$ cat config.mk
export PLATFORM = sky130hd
export DESIGN_NAME = lane_fifo
export DESIGN_NICKNAME = d
export VERILOG_FILES = /design/src/verilog/conv_pkg.sv /design/src/verilog/lane_fifo.sv
export SDC_FILE = /design/constraint.sdc
export NUM_CORES = 1
export LEC_CHECK = 0
export BUFFER_PORTS_ARGS = -buffer_cell sky130_fd_sc_hd__buf_2
export CAP_MARGIN = 0
export CORE_MARGIN = 2
export CORE_UTILIZATION = 56
export DETAILED_ROUTE_END_ITERATION = 8
export PLACE_DENSITY = 0.78
export SLEW_MARGIN = 20
export SYNTH_ARGS = -nofsm -noshare
export SYNTH_HDL_FRONTEND = slang
export SYNTH_SLANG_ARGS = --single-unit
$ cat constraint.sdc
create_clock -name clk -period 5.3 [get_ports clk]
set_input_delay 0.795 -clock clk [delete_from_list [all_inputs] [get_ports clk]]
set_output_delay 0.795 -clock clk [all_outputs]
set_load 0.005 [all_outputs]
$ cat src/verilog/conv_pkg.sv
package conv_pkg;

    // ==================================================
    // Array geometry
    // ==================================================
    localparam int NUM_LANES = 14;
    localparam int LANE_ID_W = 4;                 // Also the destination field of an ifmap word

    localparam int VAL_W  = 14;                   // Weight or feature value
    localparam int PKT_W  = 18;                   // One input stream word
    localparam int LANE_W = 16;                   // Word stored in a lane FIFO
    localparam int PSUM_W = 32;

    // Lane word layout is {kind, last, value}
    localparam int LANE_KIND_BIT = 15;            // 1 marks a weight, 0 marks data
    localparam int LANE_LAST_BIT = 14;

    localparam int MAX_TAPS  = 8;
    localparam int TAP_W     = 4;                 // Wide enough to hold MAX_TAPS itself
    localparam int TAP_IDX_W = $clog2(MAX_TAPS);

    localparam int FIFO_DEPTH = 4;
    localparam int DROP_W     = 16;

    // ==================================================
    // Register map
    // ==================================================
    localparam logic [3:0] ADDR_CTRL   = 4'h0;
    localparam logic [3:0] ADDR_TAPS   = 4'h4;
    localparam logic [3:0] ADDR_STATUS = 4'h8;
    localparam logic [3:0] ADDR_DROPS  = 4'hC;

    localparam int CTRL_EN_BIT     = 0;
    localparam int CTRL_RELOAD_BIT = 1;

    // The same input word means different things in each phase
    typedef union packed {
        struct packed {
            logic                           last;
            logic [PKT_W-VAL_W-2:0]         spare;
            logic [VAL_W-1:0]               weight;
        } fil;
        struct packed {
            logic [LANE_ID_W-1:0]           dest;
            logic [VAL_W-1:0]               value;
        } ifm;
    } in_pkt_u;

endpackage
$ cat src/verilog/lane_fifo.sv
module lane_fifo #(
    parameter int DEPTH = conv_pkg::FIFO_DEPTH    // Power of two, at least 2
) (
    input  logic                          clk,
    input  logic                          rst,
    input  logic                          push,
    input  logic [conv_pkg::LANE_W-1:0]   push_word,
    output logic                          full,
    output logic                          fifo_valid,
    output logic [conv_pkg::LANE_W-1:0]   fifo_word,
    input  logic                          fifo_ready
);

    localparam int PTR_W = $clog2(DEPTH);
    localparam int CNT_W = PTR_W + 1;

    logic [conv_pkg::LANE_W-1:0] mem [DEPTH];
    logic [PTR_W-1:0]            wr_ptr;
    logic [PTR_W-1:0]            rd_ptr;
    logic [CNT_W-1:0]            count;
    logic                        pop;

    assign pop        = fifo_valid & fifo_ready;
    assign fifo_valid = count != '0;
    assign fifo_word  = mem[rd_ptr];              // Head comes straight from storage
    assign full       = count == CNT_W'(DEPTH);

    always_ff @(posedge clk) begin
        if (push)
            mem[wr_ptr] <= push_word;
    end

    // Pointers wrap on their own since DEPTH is a power of two
    always_ff @(posedge clk) begin
        if (rst) begin
            wr_ptr <= '0;
            rd_ptr <= '0;
            count  <= '0;
        end else begin
            if (push)
                wr_ptr <= wr_ptr + 1'b1;
            if (pop)
                rd_ptr <= rd_ptr + 1'b1;
            case ({push, pop})
                2'b10:   count <= count + 1'b1;
                2'b01:   count <= count - 1'b1;
                default: count <= count;
            endcase
        end
    end

endmodule

==> flow_metrics.py <==
metrics = {
    "yosys": {
        "synth_top_family_by_area": "multiplexers",
        "synth_flop_cell": "edfxtp_1",
        "seq_area_frac_synth_pct": 75.20,
        "ys_types": 22,
        "async_flop_share_pct": 0,
        "synth-simple-area-share_pct": 2.641,
        "avgSynthCellArea_um2": 21.18,
        "synth_mux_area_share_pct": 14.06,
        "synth_cells": 132,
        "synth_warnings": 0,
        "synth_edf_count": 64,
        "synth_compound_area_share_pct": 1.164,
        "synthAdderAreaFrac_pct": 2.954,
        "synth_area_um2": 2795,
        "synth_xor_area_share_pct": 1.567,
        "ys_ff_latch": 73,
        "syn_nets": 158,
    },
    "global_route": {
        "grtUsageTotal_pct": 17.17,
        "overflow": 0,
        "grt_pass1_vias": 1390,
        "antenna_found_initial": 0,
        "grt_max_degree": 17,
        "grt_pass1_wl_um": 6561,
    },
    "power": {
        "peakVddDrop_uv": 217.4,
        "leakage_nw": 1.137,
        "power_density_nw_per_um2": 420.2,
        "totalPowerFinal_mw": 1.350,
    },
    "timing": {
        "finalSetupViolations": 0,
        "max-slew-margin-rel_pct": 34.50,
        "finalCriticalPeriod_ns": 2.907,
        "rsz0062_at_grt": "no",
        "clock_skew_ns": 0.009149,
        "holdWs_ns": 0.5268,
        "tns_ns": 0,
        "drv_slew": 0,
        "hold_viol": 0,
        "fin_ws_ns": 2.393,
        "min_period_over_period_pct": 54.84,
        "worst_slew_pin_slew_ns": 0.9811,
        "clock.fmax_mhz": 344.0,
    },
    "worst_setup_path": {
        "worst-path-buf-inv": 1,
        "crit_path_start_kind": "register",
        "arrival_ns": 2.11,
        "crit_required_ns": 4.51,
        "critPathTopFamily": "flip-flops",
        "criticalPathCategory": "register to output port",
        "crit_chain": "mux4_1 > buf_2",
        "crit_path_end_kind": "output port",
        "cp_slowest_cell": "dfxtp_1",
        "max_stage_delay_ns": 0.97,
        "ff2ff_path_depth": 7,
        "critical_path_peak_fanout": 16,
        "worst-path-stages": 2,
    },
    "place": {
        "pre_cts_slack_ns": 2.695,
        "dp_hpwl_um": 2805,
        "port_buffers": 37,
        "gp_congestion": 0.6462,
    },
    "clock_tree": {
        "post_cts_resized": 0,
        "clk_path_buf_depth": 2,
        "post-cts-setup-buffers": 0,
        "worstSkewPairLatency_ns": 0.34,
        "cts_tree": "built",
        "cts.sinks": 73,
        "clockRootBuffer": "clkbuf_8",
        "cts_max_level": 3,
        "numCtsBuffers": 9,
        "clk_pin_slew_ns": 0.07,
        "postCtsHoldBufs": 0,
    },
    "routing": {
        "drt_iter0_markers": 121,
        "drt_pass1_iterations": 4,
        "vias": 1333,
        "ant_nets": 0,
        "drc_errors": 0,
        "avgViaCountPerCell": 5.397,
        "wl_per_cell_um": 17.30,
        "wl_um": 4272,
    },
    "worst_hold_path": {
        "hold_path_class": "register to register",
        "min_path_cells": 2,
    },
    "floorplan": {
        "start_util_pct": 58.79,
        "die_x_um": 74.65,
        "core_area_um2": 4755,
        "dieArea_um2": 5573,
        "io_pins": 38,
        "fp.dieH_um": 74.65,
        "placementRows": 25,
    },
    "final_layout": {
        "syn_to_final_growth_pct": 14.95,
        "n_antenna_cell": 0,
        "drive_gt1_share_pct": 33.89,
        "nNetsFinal": 201,
    },
    "run": {
        "maxCapViolCount": 0,
    },
    "status": {
        "status": "finished clean",
    },
}
[cell families after synthesis]
group / Yosys count
AND/OR/NAND/NOR: 15
buffers and inverters: 11
multiplexers: 17
AO/OA/AOI/OAI: 5
flip-flops: 73
XOR/XNOR: 5
adder cells (fa/ha/maj): 6
[tightest hold or removal path: stages (launching register included)]
cell and delay (ns):
dfxtp_1 0.32, xor2_1 0.06, nor2_1 0.10
[per-layer routing]
metal	routed length [µm]	GRT usage (%)
met5	0	0
met4	70	8.730
met3	214	6.024
met2	2261	28.32
met1	1725	20.13
[synthesized netlist by cell type (all sizes together), types with 2 or more instances]
cell     n  area share, %
inv      6           0.81
edfxtp  64             69
xor2     3           0.94
dfxtp    9            6.4
and2     4           0.90
ha       5            2.2
or3      2           0.45
mux4    16             14
buf      4            1.5
a21oi    2           0.36
xnor2    2           0.63
nor2     8            1.1
[per-stage QoR]
stage	cells	instance area (µm²)	util, %
2_1_floorplan	132	2795	-
3_3_place_gp	231	3019	63.50
3_5_place_dp	231	3019	63.50
4_1_cts	247	3213	67.58
5_1_grt	247	3213	67.58
6_report	247	3213	67.58
[sequential cells by signal, summed over array words and instances (netlist names), named ones only]
register / cells
count: 3
mem: 64
rd_ptr: 2
wr_ptr: 2
[power by group]
part	total [mW]	switching (mW)	internal [mW]
Sequential	0.718	0.0491	0.669
Combinational	0.228	0.0960	0.132
Clock	0.404	0.181	0.223
[layout by cell type (no fill, tap or decap), drive strengths merged]
cell type / count
and3: 1
a21oi: 2
o21ai: 1
edfxtp: 64
o31a: 1
dfxtp: 9
buf: 37
o311ai: 1
ha: 5
mux2i: 1
nor2: 8
xor2: 3
clkbuf: 14
and2: 4
clkinv: 2
mux4: 16
or3: 2
inv: 6
fa: 1
xnor2: 2
[worst paths after layout]
check / startpoint / endpoint / slack, ns
hold / removal: rd_ptr[1] / register / 0.53
setup reg to reg: count[0] / count[2] / 3.32
setup / recovery: register / fifo_word[7] / 2.39
hold reg to reg: rd_ptr[1] / register / 0.53
[final cells by class]
type	instances	area, µm²
clock inverter	2	10.01
inverter	6	22.52
multi-input combinational	48	625.6
timing repair buffer	37	185.2
fill	327	1541
tap	67	83.83
clock buffer	14	183.9
sequential	73	2102
(Power assumes the default switching activity.)
