### src/verilog/conv_pkg.sv
package conv_pkg;

    // ==================================================
    // Array geometry
    // ==================================================
    localparam int NUM_LANES = 14;
    localparam int LANE_ID_W = 4;                 // Also the destination field of an ifmap word

    localparam int VAL_W  = 14;                   // Weight or feature value
    localparam int PKT_W  = 18;                   // One input stream word
    localparam int LANE_W = 16;                   // Word stored in a lane FIFO
    localparam int PSUM_W = 32;

    // Lane word layout is {kind, last, value}
    localparam int LANE_KIND_BIT = 15;            // 1 marks a weight, 0 marks data
    localparam int LANE_LAST_BIT = 14;

    localparam int MAX_TAPS  = 8;
    localparam int TAP_W     = 4;                 // Wide enough to hold MAX_TAPS itself
    localparam int TAP_IDX_W = $clog2(MAX_TAPS);

    localparam int FIFO_DEPTH = 4;
    localparam int DROP_W     = 16;

    // ==================================================
    // Register map
    // ==================================================
    localparam logic [3:0] ADDR_CTRL   = 4'h0;
    localparam logic [3:0] ADDR_TAPS   = 4'h4;
    localparam logic [3:0] ADDR_STATUS = 4'h8;
    localparam logic [3:0] ADDR_DROPS  = 4'hC;

    localparam int CTRL_EN_BIT     = 0;
    localparam int CTRL_RELOAD_BIT = 1;

    // The same input word means different things in each phase
    typedef union packed {
        struct packed {
            logic                           last;
            logic [PKT_W-VAL_W-2:0]         spare;
            logic [VAL_W-1:0]               weight;
        } fil;
        struct packed {
            logic [LANE_ID_W-1:0]           dest;
            logic [VAL_W-1:0]               value;
        } ifm;
    } in_pkt_u;

endpackage
### src/verilog/packet_alloc.sv
module packet_alloc (
    input  logic                             clk,
    input  logic                             rst,
    input  logic                             enable,
    input  logic                             reload,
    input  logic                             pkt_valid,
    input  conv_pkg::in_pkt_u                pkt,
    output logic                             pkt_ready,
    input  logic [conv_pkg::NUM_LANES-1:0]   lane_full,
    output logic [conv_pkg::NUM_LANES-1:0]   lane_push,
    output logic [conv_pkg::LANE_W-1:0]      lane_word,
    output logic                             phase,      // 0 filter, 1 ifmap
    output logic [conv_pkg::DROP_W-1:0]      drop_count
);

    logic in_range;
    logic accept;

    assign in_range = pkt.ifm.dest < conv_pkg::NUM_LANES;

    // Filter words need room everywhere, ifmap words only at their lane
    always_comb begin
        if (!enable)
            pkt_ready = 1'b0;
        else if (!phase)
            pkt_ready = ~(|lane_full);
        else if (!in_range)
            pkt_ready = 1'b1;                     // Dropped, so nothing to wait for
        else
            pkt_ready = ~lane_full[pkt.ifm.dest];
    end

    assign accept = pkt_valid & pkt_ready;

    always_comb begin
        lane_push = '0;
        if (accept) begin
            if (!phase)
                lane_push = '1;                   // Broadcast the weight
            else if (in_range)
                lane_push = {{(conv_pkg::NUM_LANES-1){1'b0}}, 1'b1} << pkt.ifm.dest;
        end
    end

    // Weight and feature value sit in the same low bits of the input word
    always_comb begin
        lane_word                      = '0;
        lane_word[conv_pkg::VAL_W-1:0] = pkt.ifm.value;
        if (!phase) begin
            lane_word[conv_pkg::LANE_KIND_BIT] = 1'b1;
            lane_word[conv_pkg::LANE_LAST_BIT] = pkt.fil.last;
        end
    end

    // ==================================================
    // Phase and drop tracking
    // ==================================================
    always_ff @(posedge clk) begin
        if (rst) begin
            phase <= 1'b0;
        end else if (reload) begin
            phase <= 1'b0;
        end else if (accept && !phase && pkt.fil.last) begin
            phase <= 1'b1;                        // Last weight opens the ifmap phase
        end
    end

    always_ff @(posedge clk) begin
        if (rst)
            drop_count <= '0;
        else if (accept && phase && !in_range && drop_count != '1)
            drop_count <= drop_count + 1'b1;      // Saturates at all ones
    end

endmodule

### config.mk
export PLATFORM = sky130hd
export DESIGN_NAME = packet_alloc
export DESIGN_NICKNAME = d
export VERILOG_FILES = /design/src/verilog/conv_pkg.sv /design/src/verilog/packet_alloc.sv
export SDC_FILE = /design/constraint.sdc
export NUM_CORES = 1
export LEC_CHECK = 0
export BUFFER_PORTS_ARGS = -buffer_cell sky130_fd_sc_hd__buf_2
export CAP_MARGIN = 20
export CORE_MARGIN = 4
export CORE_UTILIZATION = 48
export DETAILED_ROUTE_END_ITERATION = 10
export HOLD_SLACK_MARGIN = 0.08
export PLACE_DENSITY = 0.86
export SKIP_LAST_GASP = 1
export SYNTH_ARGS = -nofsm -noshare
export SYNTH_HDL_FRONTEND = slang
export SYNTH_SLANG_ARGS = --single-unit
### constraint.sdc
create_clock -name clk -period 4.6 [get_ports clk]
set_clock_uncertainty 0.05 [all_clocks]
set_input_delay 0.46 -clock clk [delete_from_list [all_inputs] [get_ports clk]]
set_output_delay 0.46 -clock clk [all_outputs]
set_load 0.01 [all_outputs]
==> results.py, run 1 <==
metrics = {
    "run_status": {
        "status": "finished, final reports clean",
    },
    "floorplanning": {
        "core_area_um2": 3028,
        "start_util_pct": 50.00,
        "io_pins": 85,
        "row_count": 20,
        "die_y_um": 64.16,
        "dieArea_um2": 4117,
        "die_w_um": 64.16,
    },
    "critical_path": {
        "critPathRequiredTime_ps": 4090,
        "max_stage_delay_ps": 700,
        "critPathCaptureType": "primary output",
        "start_kind": "register",
        "path_max_fanout": 16,
        "crit_type": "reg -> out",
        "arrival_ps": 2630,
        "slowest_stage": "dfxtp_1",
        "cp_cell_sequence": "clkinv_1, a311o_1, nor3_4, nor2_1, buf_2",
    },
    "final_layout": {
        "fin_util_pct": 56.32,
        "multi_input_area_um2": 975.9,
        "num-nets-final": 259,
        "diodes": 0,
        "fillers": 303,
        "drive_above_1_share_pct": 37.27,
        "ff_latch_area_um2": 340.3,
        "final_cells": 264,
        "syn_to_final_growth_pct": 12.64,
    },
    "route": {
        "routed_via_density": 5.943,
        "drc_errors": 0,
        "ant_nets": 0,
        "drt_wl_total_um": 3621,
        "drt_iter0_drc": 218,
        "firstDrtPassIters": 4,
        "routedWlPerCell_um": 13.72,
        "num_vias": 1569,
    },
    "power": {
        "clkPwrFrac_pct": 32.0,
        "p_int_mw": 0.1940,
        "p_per_area_nw_per_um2": 156.5,
        "ir_worst_vdd_uv": 163.2,
        "p_leak_nw": 0.6459,
        "p_seq_share_pct": 55.1,
        "switchingPower_mw": 0.07287,
        "p_comb_share_pct": 12.8,
        "switching_share_pct": 27.31,
    },
    "cts": {
        "numClockSinks": 17,
        "clkTransAtPathRegs_ps": 100,
        "cts_tree": "yes",
        "cts_setup_buffers": 0,
        "clkLatencyLatePin_ps": 300,
        "cts-htree-levels": 1,
        "cts_root_buf": "clkbuf_4",
        "numCtsBuffers": 3,
        "clockBufferDepth": 2,
        "cts_resized": 0,
        "hold_buffers": 0,
    },
    "grt": {
        "grt_max_degree": 23,
        "antenna_found_initial": 0,
        "grt-ovfl-total": 0,
        "grt_pass1_wl_um": 6320,
        "grt_pass1_vias": 1388,
        "grt.total_usage_pct": 18.08,
    },
    "yosys": {
        "ys_async_sr_fraction_pct": 0,
        "netlist_instances": 187,
        "synth_cell_types": 46,
        "synth_area_um2": 1514,
        "ys_ff_latch": 17,
        "synth_edf_count": 0,
        "synthFlopType": "dfxtp_1",
        "syn_area_per_cell_um2": 8.096,
        "ys_seq_area_share_pct": 22.48,
        "synthesis.nets": 225,
        "yosysWarnings": 0,
    },
    "timing": {
        "period_share_pct": 68.17,
        "setup-violations-final": 0,
        "fmax_mhz": 318.9,
        "drv_slew": 0,
        "slew_headroom_pct": 50.76,
        "fin_tns_setup_ps": 0,
        "rsz0062_at_grt": "no",
        "hold_viol": 0,
        "worstMarginPinSlew_ps": 736.2,
        "min_period_ps": 3136,
    },
    "place": {
        "portBuffers": 56,
        "dp_hpwl_um": 2752,
        "dp_cells": 260,
        "place_congestion": 0.7643,
    },
    "job": {
        "cap_viol_max_count": 0,
    },
    "worst_hold_path": {
        "hold_class": "in -> reg",
    },
}
[layer usage]
layer	GRT usage (%)	wire length [um]	part of all wire, %
met2	30.84	1774	49
met3	2.988	274	7.6
met1	23.13	1531	42
met5	0	0	0
met4	5.541	41	1.1
[path summary, 6_finish.rpt]
path,to,start,slack [ps],cells past startpoint
worst max-delay path,pkt_ready,phase,1460,5
worst min register to register,drop_count[10],drop_count[10],460,2
worst min-delay path,phase,reload,270,2
worst max register to register,drop_count[8],phase,2440,4
[per-stage QoR]
stage               hold slack [ps]  setup WS, ps  instance area (um^2)  total power [mW]
floorplan                     464.8          2099                  1514            0.1843
global placement              448.2          1745                  1678            0.1843
detailed placement            449.0          1663                  1678            0.1848
CTS                           276.8          1477                  1705            0.2694
global route                  274.6          1274                  1705            0.2792
finish                        271.2          1464                  1705            0.2668
[synth_stat cells (6+ instances only)]
| library cell | n | area, um^2 |
|---|---|---|
| dfxtp_1 | 17 | 340.3 |
| buf_4 | 15 | 112.6 |
| buf_2 | 7 | 35.03 |
| or4_1 | 10 | 75.07 |
| nor2_1 | 6 | 22.52 |
| nor2b_1 | 7 | 43.79 |
| nand3_1 | 6 | 30.03 |
| a21oi_1 | 14 | 70.07 |
| o31ai_1 | 10 | 75.07 |
| nand2_1 | 16 | 60.06 |
[power by group through the flow]
stage / Clock, mW / Sequential, mW / Combinational, mW
global placement: 0 / 0.150 / 0.0339
detailed placement: 0 / 0.150 / 0.0343
CTS: 0.0878 / 0.147 / 0.0344
floorplan: 0 / 0.150 / 0.0338
finish: 0.0855 / 0.147 / 0.0342
global route: 0.0933 / 0.147 / 0.0387
[worst max-delay path, delay by kind of cell (launching register included)]
kind                   cells  cell delay [ps]
AND/OR/NAND/NOR            2              710
flip-flops                 1              700
buffers and inverters      2              520
AO/OA/AOI/OAI              1              380
[kinds of logic after synthesis]
| group | after synthesis | synth area share, % |
|---|---|---|
| and+or+nand+nor | 81 | 35.04 |
| AOI/OAI and AO/OA | 49 | 23.31 |
| buffers and inverters | 33 | 13.47 |
| DFF | 17 | 22.48 |
| muxes | 6 | 4.876 |
| adders and majority gates | 1 | 0.8263 |
[cell type report]
| class | instances | share of cell area [%] |
|---|---|---|
| timing repair buffer | 57 | 16.87 |
| clock buffer | 3 | 1.321 |
| sequential | 17 | 19.96 |
| multi-input combinational | 137 | 57.23 |
| tap | 44 | 3.228 |
| clock inverter | 1 | 0.2935 |
| inverter | 5 | 1.101 |
[placed cells by master, fill, tap and decap left out, drive strengths merged, types with 7 or more instances in the layout]
cell	instances
buf	57
dfxtp	17
nand2	16
a21oi	14
o31ai	10
or4	10
a211oi	10
nor3	10
nor2b	7
[flip-flops by register name (all words and copies together), names as in the netlist]
signal,flops
drop_count,16
phase,1
Power figures use the tool's default switching activity.
==> run 2, diff against run 1 <==
CORE_UTILIZATION = 44   (was 48)
PLACE_DENSITY = 0.8   (was 0.86)
clock period = 3.1 ns   (was 4.6 ns; I/O delays follow)
==> results.py, run 2 (synthesized netlist as in run 1, its figures left out) <==
metrics = {
    "run_status": {
        "status": "finished, final reports clean",
    },
    "timing": {
        "rsz0062_at_grt": "no",
        "setup-violations-final": 0,
        "slew_headroom_pct": 57.76,
        "fin_tns_setup_ps": 0,
        "min_period_ps": 2870,
        "drv_slew": 0,
        "period_share_pct": 92.59,
        "worstMarginPinSlew_ps": 633.6,
        "fin_ws_ps": 229.7,
        "hold_viol": 0,
        "fmax_mhz": 348.4,
    },
    "place": {
        "dp_slack_ps": 472.4,
        "portBuffers": 56,
        "place_congestion": 0.7661,
        "dp_cells": 263,
        "dp_hpwl_um": 2758,
    },
    "critical_path": {
        "timing.rr.start": "phase",
        "path_max_fanout": 16,
        "reg2reg_depth": 4,
        "critPathRequiredTime_ps": 2740,
        "critPathCaptureType": "primary output",
        "crit_type": "reg -> out",
        "r2r-end": "drop_count[8]",
        "start_kind": "register",
        "r2r_slack_ps": 900,
        "arrival_ps": 2510,
    },
    "final_layout": {
        "layout_commonest_cell": "buf_2",
        "num-nets-final": 260,
        "largest_reg_flops": 16,
        "fin_util_pct": 51.37,
        "layout_common_cells": "buf_2, dfxtp_1, nand2_1",
        "final_cells": 267,
        "drive_above_1_share_pct": 37.10,
        "regMostFlops": "drop_count",
        "diodes": 0,
        "syn_to_final_growth_pct": 13.22,
        "reg_top3": "drop_count: 16 flops, phase: 1 flops",
    },
    "route": {
        "num_vias": 1533,
        "drt_iter0_drc": 114,
        "routedWlPerCell_um": 13.76,
        "drc_errors": 0,
        "routed_via_density": 5.742,
        "ant_nets": 0,
        "drt_wl_total_um": 3674,
        "firstDrtPassIters": 4,
    },
    "power": {
        "p_per_area_nw_per_um2": 224.3,
        "ir_worst_vdd_uv": 193.6,
        "p_leak_nw": 0.6486,
    },
    "floorplanning": {
        "die_w_um": 66.66,
        "core_area_um2": 3337,
        "io_pins": 85,
        "row_count": 21,
        "dieArea_um2": 4444,
        "die_y_um": 66.66,
        "start_util_pct": 45.37,
    },
    "cts": {
        "hold_buffers": 0,
        "clockBufferDepth": 2,
        "clkTransAtPathRegs_ps": 90,
        "numClockSinks": 17,
        "cts_root_buf": "clkbuf_4",
        "cts_tree": "yes",
        "numCtsBuffers": 3,
        "cts_setup_buffers": 0,
        "cts_resized": 0,
        "clkLatencyLatePin_ps": 280,
        "cts-htree-levels": 1,
    },
    "grt": {
        "grt_pass1_wl_um": 5982,
        "antenna_found_initial": 0,
        "grt_max_degree": 19,
        "grt_pass1_vias": 1319,
        "grt.total_usage_pct": 16.61,
        "grt-ovfl-total": 0,
    },
    "worst_hold_path": {
        "min_path_cells": 2,
        "min_to": "phase",
        "worstHoldStart": "reload",
        "hold_class": "in -> reg",
    },
    "job": {
        "cap_viol_max_count": 0,
    },
}
-- run 2: changes by cell type in the layout (fill, tap and decap cells not counted) --
cell	previous run	this run
buf_4	1	2
clkbuf_1	0	1
clkinv_2	1	0
-- run 2: layout make-up --
cell class                 instances  area [um^2]
inverter                           5        18.77
tap                               46        57.56
sequential                        17        340.3
multi-input combinational        137        975.9
clock buffer                       4        26.28
fill                             317         1623
timing repair buffer              58        295.3
-- run 2: worst max-delay path: stages, from the launching register on --
cell and delay (ps):
dfxtp_1 710, a41oi_1 150, or4b_1 870, a211oi_1 320
buf_2 170
-- run 2: worst max path at each step --
stage | start | to | slack [ps] | cells past startpoint
2_1_floorplan | pkt[14] | lane_push[10] | 900 | 7
3_3_place_gp | lane_full[8] | lane_push[2] | 500 | 6
4_1_cts | phase | lane_push[2] | 200 | 4
6_report | phase | lane_push[2] | 230 | 4
5_1_grt | phase | lane_push[2] | 30 | 4
3_5_place_dp | lane_full[8] | lane_push[2] | 470 | 6
-- run 2: power by group --
group | internal (mW) | switching (mW)
combinational | 0.0213 | 0.0301
clock | 0.0499 | 0.0650
sequential | 0.218 | 0.000000367
-- run 2: routing by layer --
metal  share of wire, %  vias to the layer above  wire [um]  GRT usage (%)
li1                   -                      770          -              -
met1                 45                      703       1636          21.41
met2                 47                       54       1722          29.21
met3                8.0                        6        294          2.192
met4               0.57                        0         21          3.553
met5                  0                        -          0              0
-- run 2: through the flow --
stage	total power [mW]	hold WS (ps)	area, um^2
6_report	0.3845	142.5	1714
2_1_floorplan	0.2735	336.8	1514
4_1_cts	0.3897	140.1	1714
3_3_place_gp	0.2744	444.4	1688
5_1_grt	0.4027	133.8	1714
3_5_place_dp	0.2744	444.1	1688
