--- src/verilog/conv_pkg.sv ---
package conv_pkg;

    // ==================================================
    // Array geometry
    // ==================================================
    localparam int NUM_LANES = 14;
    localparam int LANE_ID_W = 4;                 // Also the destination field of an ifmap word

    localparam int VAL_W  = 14;                   // Weight or feature value
    localparam int PKT_W  = 18;                   // One input stream word
    localparam int LANE_W = 16;                   // Word stored in a lane FIFO
    localparam int PSUM_W = 32;

    // Lane word layout is {kind, last, value}
    localparam int LANE_KIND_BIT = 15;            // 1 marks a weight, 0 marks data
    localparam int LANE_LAST_BIT = 14;

    localparam int MAX_TAPS  = 8;
    localparam int TAP_W     = 4;                 // Wide enough to hold MAX_TAPS itself
    localparam int TAP_IDX_W = $clog2(MAX_TAPS);

    localparam int FIFO_DEPTH = 4;
    localparam int DROP_W     = 16;

    // ==================================================
    // Register map
    // ==================================================
    localparam logic [3:0] ADDR_CTRL   = 4'h0;
    localparam logic [3:0] ADDR_TAPS   = 4'h4;
    localparam logic [3:0] ADDR_STATUS = 4'h8;
    localparam logic [3:0] ADDR_DROPS  = 4'hC;

    localparam int CTRL_EN_BIT     = 0;
    localparam int CTRL_RELOAD_BIT = 1;

    // The same input word means different things in each phase
    typedef union packed {
        struct packed {
            logic                           last;
            logic [PKT_W-VAL_W-2:0]         spare;
            logic [VAL_W-1:0]               weight;
        } fil;
        struct packed {
            logic [LANE_ID_W-1:0]           dest;
            logic [VAL_W-1:0]               value;
        } ifm;
    } in_pkt_u;

endpackage
--- src/verilog/mac_lane.sv ---
module mac_lane (
    input  logic                          clk,
    input  logic                          rst,
    input  logic [conv_pkg::TAP_W-1:0]    tap_count,
    input  logic                          fifo_valid,
    input  logic [conv_pkg::LANE_W-1:0]   fifo_word,
    output logic                          fifo_ready,
    output logic                          psum_valid,
    output logic [conv_pkg::PSUM_W-1:0]   psum,
    input  logic                          psum_ready
);

    logic [conv_pkg::VAL_W-1:0]     taps [conv_pkg::MAX_TAPS];
    logic [conv_pkg::TAP_IDX_W-1:0] wr_ptr;
    logic [conv_pkg::TAP_W-1:0]     rd_idx;      // Position inside the current window
    logic [conv_pkg::PSUM_W-1:0]    acc;
    logic [conv_pkg::PSUM_W-1:0]    sum;
    logic                           take;
    logic                           is_weight;
    logic                           win_done;

    // Stall the FIFO only while a finished sum is stuck
    assign fifo_ready = ~psum_valid | psum_ready;
    assign take       = fifo_valid & fifo_ready;
    assign is_weight  = fifo_word[conv_pkg::LANE_KIND_BIT];

    assign sum = acc + conv_pkg::PSUM_W'(fifo_word[conv_pkg::VAL_W-1:0])
                     * conv_pkg::PSUM_W'(taps[rd_idx[conv_pkg::TAP_IDX_W-1:0]]);
    assign win_done = (rd_idx + 1'b1) == tap_count;

    always_ff @(posedge clk) begin
        if (take && is_weight)
            taps[wr_ptr] <= fifo_word[conv_pkg::VAL_W-1:0];
        if (take && !is_weight && win_done)
            psum <= sum;
    end

    // ==================================================
    // Window control
    // ==================================================
    always_ff @(posedge clk) begin
        if (rst) begin
            wr_ptr     <= '0;
            rd_idx     <= '0;
            acc        <= '0;
            psum_valid <= 1'b0;
        end else begin
            if (take && is_weight) begin
                if (fifo_word[conv_pkg::LANE_LAST_BIT])
                    wr_ptr <= '0;                 // Next kernel starts at tap 0
                else
                    wr_ptr <= wr_ptr + 1'b1;      // Wraps past MAX_TAPS
            end

            if (take && !is_weight) begin
                if (win_done) begin
                    acc    <= '0;
                    rd_idx <= '0;
                end else begin
                    acc    <= sum;
                    rd_idx <= rd_idx + 1'b1;
                end
            end

            if (take && !is_weight && win_done)
                psum_valid <= 1'b1;
            else if (psum_ready)
                psum_valid <= 1'b0;
        end
    end

endmodule

--- config.mk ---
export PLATFORM = sky130hd
export DESIGN_NAME = mac_lane
export DESIGN_NICKNAME = d
export VERILOG_FILES = /design/src/verilog/conv_pkg.sv /design/src/verilog/mac_lane.sv
export SDC_FILE = /design/constraint.sdc
export NUM_CORES = 1
export LEC_CHECK = 0
export ABC_AREA = 1
export CAP_MARGIN = 25
export CORE_MARGIN = 8
export CORE_UTILIZATION = 47
export DETAILED_ROUTE_END_ITERATION = 8
export DONT_BUFFER_PORTS = 1
export SYNTH_ARGS = -nofsm -noshare
export SYNTH_HDL_FRONTEND = slang
export SYNTH_SLANG_ARGS = --single-unit
--- constraint.sdc ---
create_clock -name clk -period 6.9 [get_ports clk]
set_clock_uncertainty 0.2 [all_clocks]
set_input_delay 1.38 -clock clk [delete_from_list [all_inputs] [get_ports clk]]
set_output_delay 1.38 -clock clk [all_outputs]
set_load 0.005 [all_outputs]
==> results of run 1 <==
-- worst min-delay path: cells and delay by family, from the launching register on --
| family | cells | cell delay (ns) |
|---|---|---|
| AOI/OAI and AO/OA | 1 | 0.05 |
| DFF | 1 | 0.31 |
| and+or+nand+nor | 1 | 0.06 |
-- worst max path at each step --
stage,end,slack (ns),start
after floorplan,psum[25],0.34,fifo_word[9]
after CTS,psum[23],0.05,flop
after global routing,psum[20],0.007,flop
final,psum[25],0.38,flop
after detailed placement,psum[23],0.12,flop
after global placement,psum[23],0.11,flop
-- metrics by stage --
| stage | util | instance area [µm²] |
|---|---|---|
| 5_1_grt | 0.516 | 16100 |
| 6_report | 0.516 | 16100 |
| 4_1_cts | 0.512 | 16000 |
| 3_5_place_dp | 0.493 | 15400 |
| 2_1_floorplan | - | 14800 |
| 3_3_place_gp | 0.493 | 15400 |
-- area by class of cell --
class / count / area, µm²
clock buffer: 18 / 429
clock inverter: 14 / 148
fill: 2912 / 15100
inverter: 306 / 1160
multi-input combinational: 1090 / 8240
sequential: 187 / 5190
tap: 402 / 503
timing repair buffer: 50 / 437
timing repair inverter: 1 / 7.51
-- per-layer routing --
metal	routed length, µm	track usage	part of all wire
met1	17000	0.280	0.45
met2	17700	0.340	0.47
met3	2200	0.0476	0.058
met4	785	0.0624	0.021
met5	0	0	0
-- sequential cells by signal, indices dropped and copies added, names as in the netlist, named ones only --
name / count
acc: 32
rd_idx: 4
psum: 32
taps: 112
wr_ptr: 3
psum_valid: 1
-- what timing repair did --
action | 4_1_cts | 5_1_grt
setup endpoints to repair | 0 | 40
resized for setup | 0 | 24
hold buffers | 0 | 0
buffers inserted | 0 | 4
-- Yosys cell counts, drive strengths merged --
master,count,area (µm²)
or2,1,6.26
dlygate4sd1,1,8.76
clkinv,10,37.5
o22ai,4,25.0
clkbuf,19,92.6
nor3,5,25.0
nand3b,3,22.5
xnor2,3,26.3
a21oi,59,307
xor2,18,158
dfxtp,43,861
a211oi,2,15.0
inv,296,1110
ha,96,1200
o221ai,24,210
nand2,377,1420
and2,15,93.8
nand3,35,180
o21bai,1,7.51
o21ai,57,285
buf,26,141
edfxtp,144,4320
nor2,220,828
fa,169,3380
a21o,1,7.51
-- cell families (layout without fill, tap and decap cells) --
| group | Yosys count | after routing | synth area share |
|---|---|---|---|
| simple gates | 656 | 656 | 0.174 |
| buf+inv | 352 | 389 | 0.0942 |
| fa+ha+maj | 265 | 265 | 0.310 |
| flops | 187 | 187 | 0.351 |
| compound gates | 148 | 148 | 0.0580 |
| xor+xnor | 21 | 21 | 0.0125 |
==> key figures, run 1 <==
Cells and area
  – Fin nets: 1,942
  – Commonest non-fill, non-tap cells in the layout: nand2_1 (372), inv_1 (290), nor2_1 (213)
  – Antenna Cells: 0
  – Layout area overhead: 9.04%
  – Layout cell share with drive strength beyond 1: 0.0648
  – Post-Layout Cell Count: 2,068
  – Commonest non-fill, non-tap cell in the layout: nand2_1

STA
  – Min Clock Period, post-route: 6.52 ns
  – Worst relative slew slack: 0.378
  – Hold WS: 0.263 ns
  – Final setup fails: 0
  – Final Hold Fails: 0
  – Highest clock rate: 153 MHz
  – RSZ-0062 raised after global routing: false
  – Final TNS setup: 0 ns
  – Crit share post-route: 0.945
  – Worst slew pin tran: 0.932 ns
  – Max-slew violations: 0
  – PnR worst setup slack: 0.378 ns

Place
  – GP Congestion: 0.902
  – Port Buf Inserts: 0
  – Worst slack at placement: 0.117 ns
  – Hpwl dp: 28,700 µm
  – # placed instances: 2,030

Floorplan
  – Row count: 65
  – Io pins: 58
  – Die Y-Extent: 193 µm
  – Die W: 193 µm
  – Starting density of the core: 0.473
  – Die area: 37,400 µm²
  – Core area: 31,200 µm²

Synthesis
  – Sequential fraction of the synthesis area: 0.351
  – Yosys reg bits: 187
  – Yosys cell types: 33
  – Synth Net Count: 1,918
  – Syn. warnings: 0
  – Mapped cell area: 14,800 µm²
  – Synth Instances: 1,629
  – Syn avg cell area: 9.07 µm²

GRT
  – Global-route wire length before repair: 61,800 µm
  – Initial antenna violation count: 0
  – Grt total ovfl: 0
  – Vias in the first global route: 11,220
  – Largest net degree at the start of global routing: 57
  – Total GRT Usage: 0.210

Drt
  – Vias/cell: 5.17
  – Post-Route WL: 37,700 µm
  – DRT Pass-1 Iters: 5
  – Via Count: 10,696
  – DRC viols: 0
  – DRT antenna net count: 0
  – First DRT Iteration DRCs: 849
  – Post-DR wirelength/cell: 18.2 µm

Setup path
  – WP depth: 27
  – WP data required: 6.93 ns
  – FF-to-FF setup slack: 0.38 ns
  – R2r worst-path depth: 27
  – CP Launch Type: flop
  – Crit path max-delay family: adder cells
  – WP data arrival: 6.55 ns
  – RR Endpoint: psum[25]
  – Max FO, Critical Path: 10
  – Slowest cell on crit path: fa_1
  – Slowest cell delay on critical path: 0.53 ns
  – Crit path capture type: flop
  – CP most frequent cell: nand2_1
  – Crit Path Class: flop to flop
  – Buffers and inverters on the worst path: 7

Clock network
  – CTS sink cnt: 187
  – Clock root cell: clkbuf_16
  – H-Tree Level Count: 4
  – CTS Buffer Depth: 2
  – Skew-Pair Late Insertion Delay: 0.47 ns
  – TritonCTS Buffers: 17
  – CTS tree: done
  – CTS clk-pin slew, worst paths: 0.09 ns

Job
  – MaxCap Viol Count: 0

Min path
  – Min-Delay Path Class: flop to flop
  – WHS Path Cells: 2
  – Hold Startpoint: acc[27]
  – Hold EP: acc[27]

Outcome
  – Status: complete, no violations
Power of run 1 is not shown: default switching activity piles up to over one toggle a cycle in this logic, so the estimate is an artifact.
==> run 2: changes to the inputs <==
--- a/config.mk
+++ b/config.mk
@@ -9,8 +9,10 @@
 export CAP_MARGIN = 25
 export CORE_MARGIN = 8
 export CORE_UTILIZATION = 47
+export CTS_BUF_LIST = sky130_fd_sc_hd__clkbuf_16
 export DETAILED_ROUTE_END_ITERATION = 8
 export DONT_BUFFER_PORTS = 1
+export REMOVE_ABC_BUFFERS = 1
 export SYNTH_ARGS = -nofsm -noshare
 export SYNTH_HDL_FRONTEND = slang
 export SYNTH_SLANG_ARGS = --single-unit
==> key figures, run 2 (same netlist as run 1, synthesis figures left out) <==
Cells and area
  – Layout cell share with drive strength beyond 1: 0.0640
  – Fin nets: 1,947
  – Final design utilization: 0.518
  – Area of the multi-input gates: 8220 µm²
  – Post-Layout Cell Count: 2,073
  – Commonest non-fill, non-tap cells in the layout: nand2_1 (376), inv_1 (289), nor2_1 (214)
  – FILL cells: 2,964
  – Regs by FF count: taps (112), acc (32), psum (32)
  – Commonest non-fill, non-tap cell in the layout: nand2_1
  – Largest register by flop count: taps
  – Antenna Cells: 0
  – Layout area overhead: 9.55%
  – Post-Layout Inst Area: 16,200 µm²
  – Largest register FFs: 112
  – Sequential Area: 5180 µm²

STA
  – Min Clock Period, post-route: 6.51 ns
  – Highest clock rate: 154 MHz
  – Final Hold Fails: 0
  – Worst relative slew slack: 0.377
  – Worst slew pin tran: 0.933 ns
  – Max-slew violations: 0
  – Final setup fails: 0
  – Crit share post-route: 0.944
  – PnR worst setup slack: 0.390 ns

Setup path
  – CP Launch Type: flop
  – Max FO, Critical Path: 41
  – Crit Path Class: flop to flop
  – WP data arrival: 6.53 ns
  – Crit path capture type: flop
  – WP data required: 6.92 ns

Floorplan
  – Core area: 31,200 µm²
  – Die Y-Extent: 193 µm
  – Io pins: 58
  – Die area: 37,400 µm²
  – Die W: 193 µm
  – Row count: 65
  – Starting density of the core: 0.473

Drt
  – DRT Pass-1 Iters: 5
  – Post-DR wirelength/cell: 17.6 µm
  – First DRT Iteration DRCs: 600
  – DRC viols: 0
  – Vias/cell: 5.10
  – DRT antenna net count: 0
  – Via Count: 10,579
  – Post-Route WL: 36,500 µm

GRT
  – Global-route wire length before repair: 60,300 µm
  – Initial antenna violation count: 0
  – Largest net degree at the start of global routing: 42
  – Total GRT Usage: 0.204
  – Vias in the first global route: 11,190
  – Grt total ovfl: 0

Clock network
  – CTS sink cnt: 187
  – CTS clk-pin slew, worst paths: 0.08 ns
  – H-Tree Level Count: 4
  – Clock root cell: clkbuf_16
  – CTS tree: done
  – Skew-Pair Late Insertion Delay: 0.47 ns
  – TritonCTS Buffers: 17
  – CTS Buffer Depth: 2

Min path
  – Min-Delay Path Class: flop to flop

Place
  – DP Area: 15,500 µm²
  – GP Congestion: 0.925
  – Port Buf Inserts: 0
  – Hpwl dp: 28,600 µm
  – Worst slack at placement: 0.213 ns
  – # placed instances: 2,035

Job
  – MaxCap Viol Count: 0

Outcome
  – Status: complete, no violations
-- run 2: changes by cell type in the layout (fill, tap and decap cells not counted), moves of 2 or more --
cell,before,now
buf_4,45,50
clkinv_4,2,0
clkinv_8,2,4
clkinvlp_4,5,2
dfxtp_1,41,43
inv_12,0,4
inv_2,4,6
nand2_1,372,376
nand2_2,5,1
-- run 2: final cells by class --
cell class,instances,share of cell area
multi-input combinational,1090,0.508
sequential,187,0.320
inverter,306,0.0716
tap,402,0.0311
timing repair buffer,56,0.0292
clock buffer,17,0.0263
clock inverter,15,0.0138
-- run 2: critical path, cell delays in order, from the launching register on --
cell	delay (ns)
dfxtp_1	0.34
inv_1	0.10
buf_12	0.21
buf_6	0.19
o21ai_0	0.09
o221ai_1	0.19
nand2_1	0.16
clkinvlp_4	0.20
nand2_1	0.11
fa_1	0.51
inv_1	0.07
fa_1	0.56
fa_1	0.44
fa_1	0.46
fa_1	0.52
inv_1	0.06
fa_1	0.48
inv_1	0.04
ha_1	0.33
nand2_1	0.11
inv_1	0.06
nand2_1	0.06
nand2_1	0.08
nand2_1	0.07
nand2_1	0.08
a21oi_1	0.24
nand3_1	0.13
and2_1	0.18
-- run 2: metrics by stage --
step / TNS, ns / hold WS [ns]
2_1_floorplan: -19.66 / 0.239
4_1_cts: 0 / 0.264
3_3_place_gp: 0 / 0.249
6_report: 0 / 0.261
3_5_place_dp: 0 / 0.252
5_1_grt: -0.0228 / 0.281
-- run 2: path summary, 6_finish.rpt --
kind / cells past startpoint / from / to / slack, ns
min: 2 / acc[26] / acc[26] / 0.26
min reg2reg: 2 / acc[26] / acc[26] / 0.26
max reg2reg: 27 / flop / psum[28] / 0.39
max: 27 / flop / psum[28] / 0.39
-- run 2: repair_timing --
item	in CTS	in global routing
hold buffers	0	0
setup buffers	0	6
setup endpoints to repair	0	29
gates resized for setup	0	15
-- run 2: metal layers --
layer | wire [µm] | global-route usage
met2 | 17600 | 0.345
met4 | 978 | 0.0676
met1 | 16300 | 0.257
met5 | 0 | 0
met3 | 1650 | 0.0432
Power of run 2 is left out for the same reason.
