--- src/verilog/conv_pkg.sv ---
package conv_pkg;

    // ==================================================
    // Array geometry
    // ==================================================
    localparam int NUM_LANES = 14;
    localparam int LANE_ID_W = 4;                 // Also the destination field of an ifmap word

    localparam int VAL_W  = 14;                   // Weight or feature value
    localparam int PKT_W  = 18;                   // One input stream word
    localparam int LANE_W = 16;                   // Word stored in a lane FIFO
    localparam int PSUM_W = 32;

    // Lane word layout is {kind, last, value}
    localparam int LANE_KIND_BIT = 15;            // 1 marks a weight, 0 marks data
    localparam int LANE_LAST_BIT = 14;

    localparam int MAX_TAPS  = 8;
    localparam int TAP_W     = 4;                 // Wide enough to hold MAX_TAPS itself
    localparam int TAP_IDX_W = $clog2(MAX_TAPS);

    localparam int FIFO_DEPTH = 4;
    localparam int DROP_W     = 16;

    // ==================================================
    // Register map
    // ==================================================
    localparam logic [3:0] ADDR_CTRL   = 4'h0;
    localparam logic [3:0] ADDR_TAPS   = 4'h4;
    localparam logic [3:0] ADDR_STATUS = 4'h8;
    localparam logic [3:0] ADDR_DROPS  = 4'hC;

    localparam int CTRL_EN_BIT     = 0;
    localparam int CTRL_RELOAD_BIT = 1;

    // The same input word means different things in each phase
    typedef union packed {
        struct packed {
            logic                           last;
            logic [PKT_W-VAL_W-2:0]         spare;
            logic [VAL_W-1:0]               weight;
        } fil;
        struct packed {
            logic [LANE_ID_W-1:0]           dest;
            logic [VAL_W-1:0]               value;
        } ifm;
    } in_pkt_u;

endpackage
--- src/verilog/conv_cfg_regs.sv ---
module conv_cfg_regs (
    input  logic                         clk,
    input  logic                         rst,
    input  logic                         psel,
    input  logic                         penable,
    input  logic                         pwrite,
    input  logic [3:0]                   paddr,
    input  logic [31:0]                  pwdata,
    output logic [31:0]                  prdata,
    output logic                         pready,
    output logic                         pslverr,
    input  logic                         phase,
    input  logic [conv_pkg::DROP_W-1:0]  drop_count,
    output logic                         enable,
    output logic [conv_pkg::TAP_W-1:0]   tap_count,
    output logic                         reload
);

    logic access;
    logic wr_en;
    logic mapped;

    assign access = psel & penable;               // APB access phase
    assign wr_en  = access & pwrite;

    always_comb begin
        case (paddr)
            conv_pkg::ADDR_CTRL,
            conv_pkg::ADDR_TAPS,
            conv_pkg::ADDR_STATUS,
            conv_pkg::ADDR_DROPS: mapped = 1'b1;
            default:              mapped = 1'b0;
        endcase
    end

    assign pready  = 1'b1;                        // No wait states
    assign pslverr = access & ~mapped;

    // ==================================================
    // Control and tap registers
    // ==================================================
    always_ff @(posedge clk) begin
        if (rst) begin
            enable    <= 1'b0;
            tap_count <= conv_pkg::TAP_W'(conv_pkg::MAX_TAPS);
            reload    <= 1'b0;
        end else begin
            reload <= 1'b0;                       // Only ever high for one cycle
            if (wr_en && paddr == conv_pkg::ADDR_CTRL) begin
                enable <= pwdata[conv_pkg::CTRL_EN_BIT];
                reload <= pwdata[conv_pkg::CTRL_RELOAD_BIT];
            end
            if (wr_en && paddr == conv_pkg::ADDR_TAPS) begin
                // Zero and oversized counts fall back to the full kernel
                if (pwdata == 32'd0 || pwdata > 32'(conv_pkg::MAX_TAPS))
                    tap_count <= conv_pkg::TAP_W'(conv_pkg::MAX_TAPS);
                else
                    tap_count <= pwdata[conv_pkg::TAP_W-1:0];
            end
        end
    end

    // Read mux; the reload bit always reads back as 0
    always_comb begin
        prdata = 32'd0;
        case (paddr)
            conv_pkg::ADDR_CTRL:   prdata[conv_pkg::CTRL_EN_BIT] = enable;
            conv_pkg::ADDR_TAPS:   prdata[conv_pkg::TAP_W-1:0] = tap_count;
            conv_pkg::ADDR_STATUS: prdata[0] = phase;
            conv_pkg::ADDR_DROPS:  prdata[conv_pkg::DROP_W-1:0] = drop_count;
            default:               prdata = 32'd0;
        endcase
    end

endmodule

--- config.mk ---
export PLATFORM = sky130hd
export DESIGN_NAME = conv_cfg_regs
export DESIGN_NICKNAME = d
export VERILOG_FILES = /design/src/verilog/conv_pkg.sv /design/src/verilog/conv_cfg_regs.sv
export SDC_FILE = /design/constraint.sdc
export NUM_CORES = 1
export LEC_CHECK = 0
export ABC_AREA = 1
export BUFFER_PORTS_ARGS = -buffer_cell sky130_fd_sc_hd__buf_2
export CAP_MARGIN = 20
export CORE_ASPECT_RATIO = 0.9
export CORE_UTILIZATION = 33
export DETAILED_ROUTE_END_ITERATION = 7
export HOLD_SLACK_MARGIN = 0.08
export PLACE_DENSITY_LB_ADDON = 0.05
export SLEW_MARGIN = 10
export SYNTH_ARGS = -nofsm -noshare
export SYNTH_HDL_FRONTEND = slang
export SYNTH_SLANG_ARGS = --single-unit
--- constraint.sdc ---
create_clock -name clk -period 1.8 [get_ports clk]
set_input_delay 0.36 -clock clk [delete_from_list [all_inputs] [get_ports clk]]
set_output_delay 0.36 -clock clk [all_outputs]
set_load 0.03 [all_outputs]
==> summary.txt, run 1 <==
Synthesis
  – Synthesized instance count: about 120
  – Post-synth ARST share: 0
  – Top cells by count, synth: 33 x nor2_1, 21 x inv_1, 17 x buf_4, 15 x nand2_1, 7 x nand3_1
  – Simple-gate portion of the synthesized area: 0.3861
  – Synth Area in Compound Gates: 0.1139
  – Mux contribution to synthesized area: 0
  – Top-count cell post-synth: nor2_1
  – Largest family of logic cells by synthesized area: simple AND/OR/NAND/NOR gates
  – EDFF count, synth: 0
  – Mean Syn Cell Area: 5.717 um^2
  – Dominant cells by area after synthesis: buf_4 18%, nor2_1 18%, dfxtp_1 17%
  – Synth area leader: buf_4
  – Synth unique cells: 18
  – Post-Synth Adder-Cell Area: 0
  – Post-synth top flop: dfxtp_1
  – Xor/xnor share of the synthesized area: 0.01246
  – #FFs+latches synth: 6
  – Share of the synthesized area in the top cell type: 0.1815
  – Sequential area share after synthesis: 0.1708
  – Synth warn: 0
  – Mapped Area: between 700 and 800 um^2

Clock network
  – Skew-Pair Late Insertion Delay: around 0.24 ns
  – Clk sinks: 6
  – Worst-path clk slew: 0.04 ns
  – Post_cts resized: 0
  – TritonCTS buffer count: 3
  – Hold Buf Count CTS: 0
  – CTS tree: built
  – Clk buf depth: 2
  – Postcts setup bufs: 0
  – H-tree depth: 1
  – CTS Root Cell: clkbuf_4

Outcome
  – Outcome: complete, no violations

STA
  – Final hold slack: between 0.3 and 0.4 ns
  – Fin crit period: about 1.6 ns
  – RSZ-0062 raised after global routing: false
  – Final Cycle Share: 0.8816
  – Final setup fails: 0
  – Clk_skew: 0 ns
  – TNS Setup: 0 ns
  – Fin. max-slew vios: 0
  – Final worst slack: between 0.2 and 0.25 ns
  – Fmax: between 600 and 700 MHz
  – Hold Vio Cnt, Final: 0

Placement
  – # port buffers: 80
  – Placer Congestion: between 0.6 and 0.7
  – DP HPWL: between 1500 and 2000 um
  – Dpl ws: just over 0.2 ns

Layout
  – Area of all sequential standard cells: around 120 um^2
  – Fill cells: roughly 220
  – Diodes inserted: 0
  – Share of cells above drive strength 1: 0.4363
  – Multi-input gate area: around 420 um^2
  – Layout Nets: ~260
  – Synth-to-Final Area Change: 54.80%

GRT
  – Antenna violations before repair: 0
  – Vias in the first global route: 763
  – Largest net degree at the start of global routing: 13
  – Total track usage: 0.1558
  – Grt ovf: 0
  – Wire length of the first global-routing pass: 2787 um

Drt
  – DRC Markers: 0
  – WL/cell: between 8 and 9 um
  – Drt pass-1 iters: 3
  – Via/cell ratio: about 4.1
  – Iteration-0 DRC Markers: 10
  – Wl on met1: between 600 and 700 um
  – Post-Route WL: about 1900 um
  – Met3 Wirelength: between 150 and 200 um
  – Met2 routed wirelength: about 980 um
  – Highest routed metal layer: met4
  – Via count: 949
  – DRT antenna net count: 0

Floorplan
  – Rows: 15
  – DIE WIDTH: roughly 51 um
  – Starting Density: 0.3603
  – Die area: 0.002319 mm^2
  – Core Region: 0.001952 mm^2
  – Die Ht: around 46 um
  – I/O Pins: 98

Worst setup path
  – Largest delay share family, worst path: buffers and inverters
  – Critical Path Start: paddr[1]
  – Crit. End Element: primary output
  – Arrival time worst endpoint: roughly 1.2 ns
  – Critical Path RT: between 1 and 1.5 ns
  – Most numerous cell on the critical path: buf_2
  – Flop-to-flop setup slack: between 1 and 1.5 ns
  – CP bufs+invs: 3
  – Slowest cell delay on critical path: ~0.23 ns
  – CP Class: in2out
  – Worst setup SP type: primary input
  – CP cell instances: buf_2 -> nor2_4 -> nand3_2 -> inv_1 -> nand2_1 -> o2111ai_1 -> buf_2
  – Worst path slowest cell: buf_2
  – Reg2reg start: tap_count[3]
  – Worst Path Max Fanout: 5

Power
  – Pleak: slightly below 0.7 nW
  – Power share of the clock group: 0.282
  – Worst VDD drop: roughly 0.33 mV
  – Switch Pwr: 0.0001591 W
  – Internal power: around 0.00027 W
  – Switching Share: 0.3671
  – Flop pwr share: 0.311
  – Total power: between 0.0004 and 0.0005 W
  – Pwr Density: around 400 mW/mm^2
  – Logic pwr share: 0.407

Job
  – # Max-Cap Violations: 0

Worst hold path
  – Hold_sp: rst
  – HP Class: in2reg
## tightest hold or removal path: stages
cell and delay (ns):
buf_2 0.09, a21oi_1 0.04, nand2_1 0.05
## worst paths after layout
path	end	depth (start not counted)
hold reg to reg	tap_count[3]	2
setup / recovery	prdata[0]	7
setup reg to reg	tap_count[3]	2
hold / removal	tap_count[3]	3
## cells in the final DEF, fill, tap and decap left out
master and count:
dfxtp_1 6, inv_2 1, conb_1 17, nor2_4 3, clkbuf_4 3, nor2_1 33, buf_4 1, nand3_2 1
xor2_1 1, a21oi_1 5, inv_1 21, o21ai_1 4, nand3_1 7, nand4_1 1, buf_2 80, and2_0 1
o2111ai_1 1, a22o_1 3, nand2_1 15
## kinds of logic after synthesis
kind of cell	after synthesis
buffers and inverters	40
xor gates and xnor gates	1
DFF	6
other	2
AOI/OAI and AO/OA	13
and+or+nand+nor	61
## registers in the layout, indices dropped and copies added (netlist names)
name and flops:
tap_count 4, enable 1, reload 1
## metal layers
| metal | track usage | up-vias |
|---|---|---|
| met4 | 0.05556 | 0 |
| met2 | 0.3280 | 49 |
| li1 | - | 504 |
| met5 | 0 | - |
| met1 | 0.1474 | 394 |
| met3 | 0.03667 | 2 |
## power by group through the flow
stage	registers [W]	clock network (W)	logic [W]
finish	0.000135	0.000122	0.000176
global route	0.000135	0.000133	0.000195
CTS	0.000135	0.000126	0.000177
detailed placement	0.000137	0	0.000177
global placement	0.000137	0	0.000174
floorplan	0.000139	0	0.000127
## layout make-up
class / count / share of cell area
sequential: 6 / 0.1103
tap: 25 / 0.02874
inverter: 22 / 0.07586
multi-input combinational: 92 / 0.3897
timing repair buffer: 81 / 0.3747
clock buffer: 3 / 0.02069
## metrics by stage
step                        util  cells  instance area (um^2)
final                     0.5577    229                  1089
after global routing      0.5577    229                  1089
after CTS                 0.5577    229                  1089
after detailed placement  0.5462    226                  1066
after global placement    0.5462    226                  1066
after floorplan                -    138                 759.5
Power figures use the tool's default switching activity.
==> run 2, diff against run 1 <==
--- a/config.mk
+++ b/config.mk
@@ -13,6 +13,7 @@
 export DETAILED_ROUTE_END_ITERATION = 7
 export HOLD_SLACK_MARGIN = 0.08
 export PLACE_DENSITY_LB_ADDON = 0.05
+export RECOVER_POWER = 50
 export SLEW_MARGIN = 10
 export SYNTH_ARGS = -nofsm -noshare
 export SYNTH_HDL_FRONTEND = slang
==> run 2 against run 1 <==
- flip-flop and latch count unchanged
- cell count unchanged
- combinational power about the same
- maximum frequency down 5.1%
- largest power group unchanged
- highest routed layer unchanged
==> summary.txt, run 2 (synthesis results as in run 1) <==
Clock network
  – Hold Buf Count CTS: 0 (unchanged)
  – H-tree depth: 1 (unchanged)
  – Skew-Pair Late Insertion Delay: 0.24 ns (about the same)
  – CTS tree: built (unchanged)
  – Clk buf depth: 2 (unchanged)
  – Postcts setup bufs: 0 (unchanged)
  – TritonCTS buffer count: 3 (unchanged)
  – Post_cts resized: 0 (unchanged)
  – Worst-path clk slew: 0.04 ns (about the same)
  – Clk sinks: 6 (unchanged)
  – CTS Root Cell: clkbuf_4 (unchanged)

GRT
  – Grt ovf: 0 (unchanged)
  – Total track usage: 0.1558 (unchanged)
  – Wire length of the first global-routing pass: 2787 um (unchanged)
  – Antenna violations before repair: 0 (unchanged)
  – Vias in the first global route: 763 (unchanged)
  – Largest net degree at the start of global routing: 13 (unchanged)

STA
  – Final Cycle Share: 0.9284 (was 0.8816)
  – RSZ-0062 raised after global routing: false (unchanged)
  – Final setup fails: 0 (unchanged)
  – TNS Setup: 0 ns (unchanged)
  – Fin crit period: 1.671 ns (was 1.587 ns)
  – Fin. max-slew vios: 0 (unchanged)
  – Hold Vio Cnt, Final: 0 (unchanged)
  – Clk_skew: 0 ns (unchanged)
  – Final hold slack: 0.3216 ns (was 0.3209 ns)
  – Fmax: 598.4 MHz (was 630.2 MHz)

Floorplan
  – Rows: 15 (unchanged)
  – Die area: 0.002319 mm^2 (unchanged)
  – I/O Pins: 98 (unchanged)
  – Die Ht: 45.79 um (unchanged)
  – Starting Density: 0.3603 (unchanged)
  – Core Region: 0.001952 mm^2 (unchanged)
  – DIE WIDTH: 50.66 um (unchanged)

Drt
  – WL/cell: 8.179 um (was 8.166 um)
  – Post-Route WL: 1873 um (was 1870 um)
  – Drt pass-1 iters: 3 (unchanged)
  – Via/cell ratio: 4.140 (was 4.144)
  – DRC Markers: 0 (unchanged)
  – DRT antenna net count: 0 (unchanged)
  – Iteration-0 DRC Markers: 11 (was 10)
  – Via count: 948 (was 949)

Placement
  – Placer Congestion: 0.6621 (unchanged)
  – Placed cells: 226 (unchanged)
  – DP HPWL: 1707 um (unchanged)
  – # port buffers: 80 (unchanged)

Layout
  – Max reg flops: 4 (unchanged)
  – Diodes inserted: 0 (unchanged)
  – Layout Nets: 264 (unchanged)
  – Register name with the most flops: tap_count (unchanged)
  – Commonest non-fill, non-tap cell in the layout: buf_2 (unchanged)
  – Synth-to-Final Area Change: 52.31% (was 54.80%)
  – Share of cells above drive strength 1: 0.3922 (was 0.4363)
  – Largest regs: tap_count: 4 flops, enable: 1 flops, reload: 1 flops (unchanged)
  – Layout Cells excl Fill: 229 (unchanged)
  – Highest-count cells in the layout ignoring fill and taps: 72 x buf_2, 34 x nor2_1, 21 x inv_1, 17 x conb_1, 15 x nand2_1 (was 80 x buf_2, 33 x nor2_1, 21 x inv_1, 17 x conb_1, 15 x nand2_1)

Power
  – Pleak: 0.6621 nW (was 0.6935 nW)
  – Total power: 0.0004325 W (was 0.0004333 W)
  – Worst VDD drop: 0.3306 mV (was 0.3313 mV)
  – Pwr Density: 403.8 mW/mm^2 (was 398.1 mW/mm^2)

Worst setup path
  – Crit. End Element: primary output (unchanged)
  – CP cell instances: buf_2 -> nor2_4 -> nand3_1 -> buf_4 -> nor2_1 -> clkbuf_1 (was buf_2 -> nor2_4 -> nand3_2 -> inv_1 -> nand2_1 -> o2111ai_1 -> buf_2)
  – CP Class: in2out (unchanged)
  – Slowest cell delay on critical path: 0.31 ns (was 0.23 ns)
  – Arrival time worst endpoint: 1.31 ns (was 1.23 ns)
  – Critical Path RT: 1.44 ns (about the same)
  – Worst Path Max Fanout: 12 (was 5)
  – Worst path slowest cell: clkbuf_1 (was buf_2)
  – Worst setup SP type: primary input (unchanged)

Job
  – # Max-Cap Violations: 0 (unchanged)

Worst hold path
  – HP Class: in2reg (unchanged)

Outcome
  – Outcome: complete, no violations (unchanged)
[run 2: metrics by stage]
stage | instance area (um^2) | util | worst slack [ns]
2_1_floorplan | 759.5 | - | 0.2359
3_3_place_gp | 1066 | 0.5462 | 0.2400
3_5_place_dp | 1066 | 0.5462 | 0.2046
4_1_cts | 1089 | 0.5577 | 0.2057
5_1_grt | 1071 | 0.5487 | 0.07409
6_report | 1071 | 0.5487 | 0.1288
[run 2: worst max-delay path: cells and delay by family]
kind	cells	cell delay, ns
and+or+nand+nor	3	0.34
buffers and inverters	3	0.61
[run 2: report_power, final]
group / total, W / switching (W) / leakage (nW) / internal, W
sequential: 0.000135 / 0.000000631 / 0.0484 / 0.000134
clock: 0.000122 / 0.0000468 / 0.0138 / 0.0000753
combinational: 0.000176 / 0.000112 / 0.600 / 0.0000640
[run 2: path summary, 6_finish.rpt]
check | start | endpoint | slack, ns | cells after the start
max reg2reg | tap_count[3] | tap_count[3] | 1.16 | 2
min reg2reg | enable | enable | 0.50 | 2
min | rst | tap_count[3] | 0.32 | 3
max | paddr[1] | prdata[11] | 0.13 | 6
[run 2: cell type report]
type / instances / area [um^2]
multi-input cells: 92 / 416.7
inverters: 22 / 82.58
flip-flops and latches: 6 / 120.1
repair buffers: 81 / 397.9
fillers: 220 / 880.8
well taps: 25 / 31.28
clock buffers: 3 / 22.52
[run 2: per-layer routing]
metal	up-vias	wire length, um	track usage
li1	503	-	-
met1	394	705	0.1474
met2	49	983	0.3280
met3	2	173	0.03667
met4	0	11	0.05556
met5	-	0	0
